## src/verilog/imu_spi_params.svh

```systemverilog
`ifndef IMU_SPI_PARAMS_SVH
`define IMU_SPI_PARAMS_SVH

// ------------------------------
// Packet layout
// ------------------------------

// Number of bytes in one telemetry packet, header and flags included
`define IMU_PKT_BYTES 16

// First byte of every packet, lets the MCU find the frame start
`define IMU_PKT_HEADER 8'hAA

// ------------------------------
// Clock domain crossing
// ------------------------------

// Flip-flops in each valid-flag synchronizer chain
`define IMU_SYNC_STAGES 2

`endif

```

## src/verilog/imu_spi_pkg.sv

```systemverilog
`default_nettype none

package imu_spi_pkg;

    // ------------------------------
    // Sensor values
    // ------------------------------

    // One signed axis reading as the sensor controller delivers it
    typedef logic signed [15:0] imu_axis_t;

    // Quaternion, w is declared first so it lands in the upper bits
    // Concatenating the struct therefore gives the packet byte order directly
    typedef struct packed {
        imu_axis_t w;
        imu_axis_t x;
        imu_axis_t y;
        imu_axis_t z;
    } imu_quat_t;

    // Angular rate, same ordering rule as the quaternion
    typedef struct packed {
        imu_axis_t x;
        imu_axis_t y;
        imu_axis_t z;
    } imu_gyro_t;

    // Status bits, quat_valid sits in bit 0 so the struct maps onto
    // the low nibble of the flags byte without any reordering
    typedef struct packed {
        logic error;
        logic initialized;
        logic gyro_valid;
        logic quat_valid;
    } imu_flags_t;

    // Frozen copy of everything the packet carries except the header
    // This is the only bundle that crosses from clk into the sck domain
    typedef struct packed {
        imu_quat_t  quat;
        imu_gyro_t  gyro;
        imu_flags_t flags;
    } imu_sample_t;

    // ------------------------------
    // Packet framing
    // ------------------------------

    // One byte on the wire
    typedef logic [7:0] pkt_byte_t;

    // Byte position in a transaction
    // One value beyond the last byte means the master has read past the end
    typedef logic [4:0] pkt_idx_t;

    // Bit position inside the byte being shifted
    typedef logic [2:0] bit_idx_t;

endpackage

`default_nettype wire

```

## src/verilog/imu_sample_capture.sv

```systemverilog
`default_nettype none

`include "imu_spi_params.svh"

module imu_sample_capture (
    input  logic                     clk,
    input  logic                     cs_n,
    input  imu_spi_pkg::imu_quat_t   quat,
    input  imu_spi_pkg::imu_gyro_t   gyro,
    input  imu_spi_pkg::imu_flags_t  flags,
    output imu_spi_pkg::imu_sample_t snapshot
);

    // ------------------------------
    // Input registers
    // ------------------------------

    // Every sensor input is registered once so that the snapshot never
    // samples a value that is still settling from the controller logic
    imu_spi_pkg::imu_quat_t  quat_q;
    imu_spi_pkg::imu_gyro_t  gyro_q;
    imu_spi_pkg::imu_flags_t flags_q;

    // These load every cycle and hold valid data a couple of edges after
    // the clock starts running
    always_ff @(posedge clk) begin
        quat_q  <= quat;
        gyro_q  <= gyro;
        flags_q <= flags;
    end

    // ------------------------------
    // Valid-flag synchronizers
    // ------------------------------

    // Bit 1 of each stage carries gyro_valid, bit 0 carries quat_valid
    // Stage 0 is the first flop of the chain, the last stage feeds the snapshot
    logic [`IMU_SYNC_STAGES-1:0][1:0] valid_sync_q;

    always_ff @(posedge clk) begin
        valid_sync_q[0] <= {flags_q.gyro_valid, flags_q.quat_valid};
        // Remaining stages just pass the pair along
        for (int i = 1; i < `IMU_SYNC_STAGES; i++) begin
            valid_sync_q[i] <= valid_sync_q[i-1];
        end
    end

    // Synchronized valid flags as seen at the end of the chain
    logic quat_valid_sync;
    logic gyro_valid_sync;

    assign quat_valid_sync = valid_sync_q[`IMU_SYNC_STAGES-1][0];
    assign gyro_valid_sync = valid_sync_q[`IMU_SYNC_STAGES-1][1];

    // ------------------------------
    // Chip-select gated snapshot
    // ------------------------------

    // The snapshot tracks the registered inputs while the bus is idle
    // Once cs_n drops it holds, so the serializer sees one consistent
    // sample for the whole transaction without any handshake
    // The master keeps cs_n high long enough for the flag path to settle
    always_ff @(posedge clk) begin
        if (cs_n) begin
            snapshot.quat              <= quat_q;
            snapshot.gyro              <= gyro_q;
            snapshot.flags.quat_valid  <= quat_valid_sync;
            snapshot.flags.gyro_valid  <= gyro_valid_sync;
            // initialized and error are slow status levels, one register is enough
            snapshot.flags.initialized <= flags_q.initialized;
            snapshot.flags.error       <= flags_q.error;
        end
    end

    // ------------------------------
    // Assertions
    // ------------------------------

    // While a transaction is running in the sck domain the sample it reads
    // must not move underneath it
    // Both edges are required low since cs_n is asynchronous to clk
    a_snapshot_frozen : assert property (
        @(posedge clk) (!cs_n && !$past(cs_n)) |-> $stable(snapshot)
    ) else $error("snapshot changed while cs_n was held low");

endmodule

`default_nettype wire

```

## config.mk

```make
export PLATFORM = sky130hd
export DESIGN_NAME = imu_sample_capture
export DESIGN_NICKNAME = d
export VERILOG_FILES = /design/src/verilog/imu_spi_pkg.sv /design/src/verilog/imu_sample_capture.sv
export VERILOG_INCLUDE_DIRS = /design/src /design/src/verilog
export SDC_FILE = /design/constraint.sdc
export NUM_CORES = 1
export LEC_CHECK = 0
export ABC_AREA = 1
export BUFFER_PORTS_ARGS = -buffer_cell sky130_fd_sc_hd__buf_2
export CORE_MARGIN = 2
export CORE_UTILIZATION = 42
export CTS_CLUSTER_DIAMETER = 100
export DETAILED_ROUTE_END_ITERATION = 6
export MAX_ROUTING_LAYER = met4
export PLACE_DENSITY_LB_ADDON = 0.25
export REMOVE_ABC_BUFFERS = 1
export SYNTH_ARGS = -nofsm -noshare
export SYNTH_HDL_FRONTEND = slang
export SYNTH_SLANG_ARGS = --single-unit
```

## constraint.sdc

```tcl
create_clock -name clk -period 0.8 [get_ports clk]
set_input_delay 0.08 -clock clk [delete_from_list [all_inputs] [get_ports clk]]
set_output_delay 0.08 -clock clk [all_outputs]
set_load 0.03 [all_outputs]
```

Word-level counts from Yosys, hierarchy flattened --
Index checks and enable logic that the tools add are counted.
Storage, ports and cells: register bits after elaboration 236, input port bits 118, output and inout bits 116, word-level logic and storage cells 24

Depth between registers and ports, before layout --
depth in word-level cells 0, gate-level depth with buffers 0, mapped depth without buffers 0

Worst setup path after synthesis --
Ideal clock, no wire load.
kind reg2out, from register snapshot[0] in the netlist's numbering, to output port snapshot[0] in the netlist's numbering, data arrival time 496 ps, required time 720 ps, setup slack 224 ps, cell stages (with the launch flop) 1, cells stage by stage edfxtp_1
RTL lines:
- start, declared | RTL line imu_sample_capture.sv:11 | output imu_spi_pkg::imu_sample_t snapshot
No word-level cell between the ends.

Worst setup path in the final report --
from register snapshot[1] in the netlist's numbering, to output port snapshot[1] in the netlist's numbering
No word-level cell between the ends.

==> flow_summary_export.csv <==
group,metric,value,unit
run_status,status,"finished with violations",
run_status,violations,"setup timing",
clocking,cts_buffer_depth,3,
routing,ant_nets,0,
sta,tightest_slew,224.1,ps
grt,track_usage,0.1701,
logic_synthesis,seq_area_frac_synth,1.000,
grt,grt_pass1_wl,18420,um
cells_and_area,diodes,0,
power,peakVddDrop,0.001836,V
cells_and_area,n_fill_cell,806,
clocking,cts_root_buffer,"clkbuf_16",
grt,overflow,0,
routing,wl_met3,1005,um
sta,rsz0062_at_grt,"true",
logic_synthesis,ys_types,2,
sta,hold_slack,56.57,ps
clocking,clock_sinks,236,
sta,period_needed,1146,ps
logic_synthesis,synth-seq-cells,236,
sta,slew_headroom,0.8506,
routing,drt_iter0_drc,139,
logic_synthesis,synthesis.area,5886,um^2
clocking,post-cts-setup-buffers,0,
worst_setup_path,crit_required,720,ps
routing,vias,3323,
grt,grt_start_max_net_pins,41,
worst_setup_path,cp_max_fo,1,
clocking,insertion_delay,480,ps
flow_run,cap_viol_max_count,0,
power,powerDensity,2684,nW/um^2
cells_and_area,area_growth_syn_to_layout,70.39,%
sta,finalCritPeriodShare,1.433,
clocking,cts_tree,"yes",
worst_setup_path,cpMaxStageDelayCell,"edfxtp_1",
worst_setup_path,crit_buf_inv,1,
floorplanning,io-pin-count,234,
logic_synthesis,yosysWarnings,0,
cells_and_area,multi_input_area,0,um^2
clocking,htreeDepth,1,
cells_and_area,fin_util,0.7281,
floorplanning,core,13770,um^2
worst_hold_path,hp-class,"in2reg",
power,leakage,4.223,nW
placement,gp_congestion,0.7034,
worst_setup_path,max_stage_delay,420,ps
sta,clock_skew,5.301,ps
worst_setup_path,cp.arrival,1070,ps
routing,drt-met1-wl,4545,um
sta,hold_violations,0,
cells_and_area,fin_nets,732,
worst_setup_path,crit_family,"flip-flops",
routing,wl_per_cell,15.80,um
worst_setup_path,cp-end-kind,"output port",
routing,drc,0,
logic_synthesis,synthCells,236,
grt,first_global_vias,3659,
logic_synthesis,avgSynthCellArea,24.94,um^2
routing,viasPerCell,4.102,
routing,finalWirelength,12800,um
clocking,clk_pin_slew_worst_paths,60,ps
clocking,cts_buffers,23,
routing,dr.pass1.iters,4,
cells_and_area,multi_input_cells,0,
floorplanning,rows,43,
sta,slew_violations,0,
floorplanning,dieHeight,122.4,um
routing,maxUsedRoutingLayer,"met4",
cells_and_area,drive_gt1_frac,0.4333,
sta,layout_setup_ws,-346.4,ps
grt,antenna_found_initial,0,
floorplanning,die_area,14980,um^2
routing,wl_met2,6892,um
worst_setup_path,crit_chain,"buf_6",
floorplanning,floorplan.initialDensity,0.4273,
sta,setup_viol,116,
worst_setup_path,worstSetupPathType,"reg2out",
floorplanning,fp.dieW,122.4,um
worst_setup_path,startpoint_type,"register",
sta,fmax,872.3,MHz
placement,io_buffers,233,
-- where the power goes --
group | internal (mW) | leakage, nW | switching [mW] | total, mW
logic | 1.16 | 1.68 | 1.07 | 2.23
registers | 13.4 | 2.15 | 0.234 | 13.6
clock network | 6.93 | 0.395 | 4.15 | 11.1
total | 21.5 | 4.22 | 5.45 | 26.9
-- sequential cells by signal, summed over array words and instances (netlist names) --
signal           count
flags_q              4
gyro_q              48
gyro_valid_sync      1
quat_q              64
quat_valid_sync      1
snapshot           116
valid_sync_q         2
-- stage by stage --
stage / setup WS (ps) / instances / power, mW / cell area [um^2] / TNS, ps
2_1_floorplan: 224.4 / 236 / 14.42 / 5886 / 0
3_3_place_gp: -4.608 / 653 / 15.14 / 7347 / -117.2
6_report: -346.4 / 810 / 26.92 / 10030 / -35040
3_5_place_dp: -18.55 / 653 / 15.18 / 7347 / -648.4
5_1_grt: -389.5 / 810 / 27.83 / 10030 / -39950
4_1_cts: -372.4 / 810 / 27.10 / 10030 / -37450
-- area by class of cell --
type / count / area (um^2) / share of cell area
Sequential cell: 236 / 5886 / 0.5869
Clock buffer: 31 / 645.6 / 0.06438
Tap cell: 180 / 225.2 / 0.02246
Clock inverter: 10 / 148.9 / 0.01485
Timing Repair Buffer: 353 / 3123 / 0.3114
-- worst paths after layout --
path	cells after the start	end	startpoint	slack (ps)
worst min-delay path	2	snapshot[22]	cs_n	60
worst max register to register	0	snapshot[90]	quat_q[38]	240
worst max-delay path	1	snapshot[1]	snapshot[1]	-350
worst min register to register	0	quat_valid_sync	valid_sync_q[0]	330
-- logic make-up (layout without fill, tap and decap cells) --
kind of cell           count (synthesis)  count (layout)  share of synthesized area
buffers and inverters                  0             394                          0
DFF                                  236             236                      1.000
-- cells in the mapped netlist --
master	count	area share
edfxtp_1	116	0.59
dfxtp_1	120	0.41
-- cell usage in the layout, fill, tap and decap left out --
cell,count
clkbuf_1,4
clkbuf_8,4
edfxtp_1,116
bufinv_16,4
dlygate4sd3_1,116
clkbuf_16,23
clkinv_1,1
buf_12,3
buf_2,116
buf_6,116
buf_4,2
dfxtp_1,120
clkinv_2,5
-- per-layer routing --
metal,vias up,global-route usage
met5,-,-
met4,0,0.05891
met3,30,0.05112
met2,162,0.3069
met1,1532,0.1753
li1,1599,-
-- what timing repair did --
| item | in CTS | in global routing |
|---|---|---|
| setup endpoints to repair | 116 | 116 |
| hold buffers | 116 | 0 |
| pin swaps | 0 | 0 |
| endpoints found under the hold margin | 116 | 0 |
| cloned | 0 | 0 |
| gates resized for setup | 232 | 0 |
No activity file was read; power rests on OpenSTA's default activity.
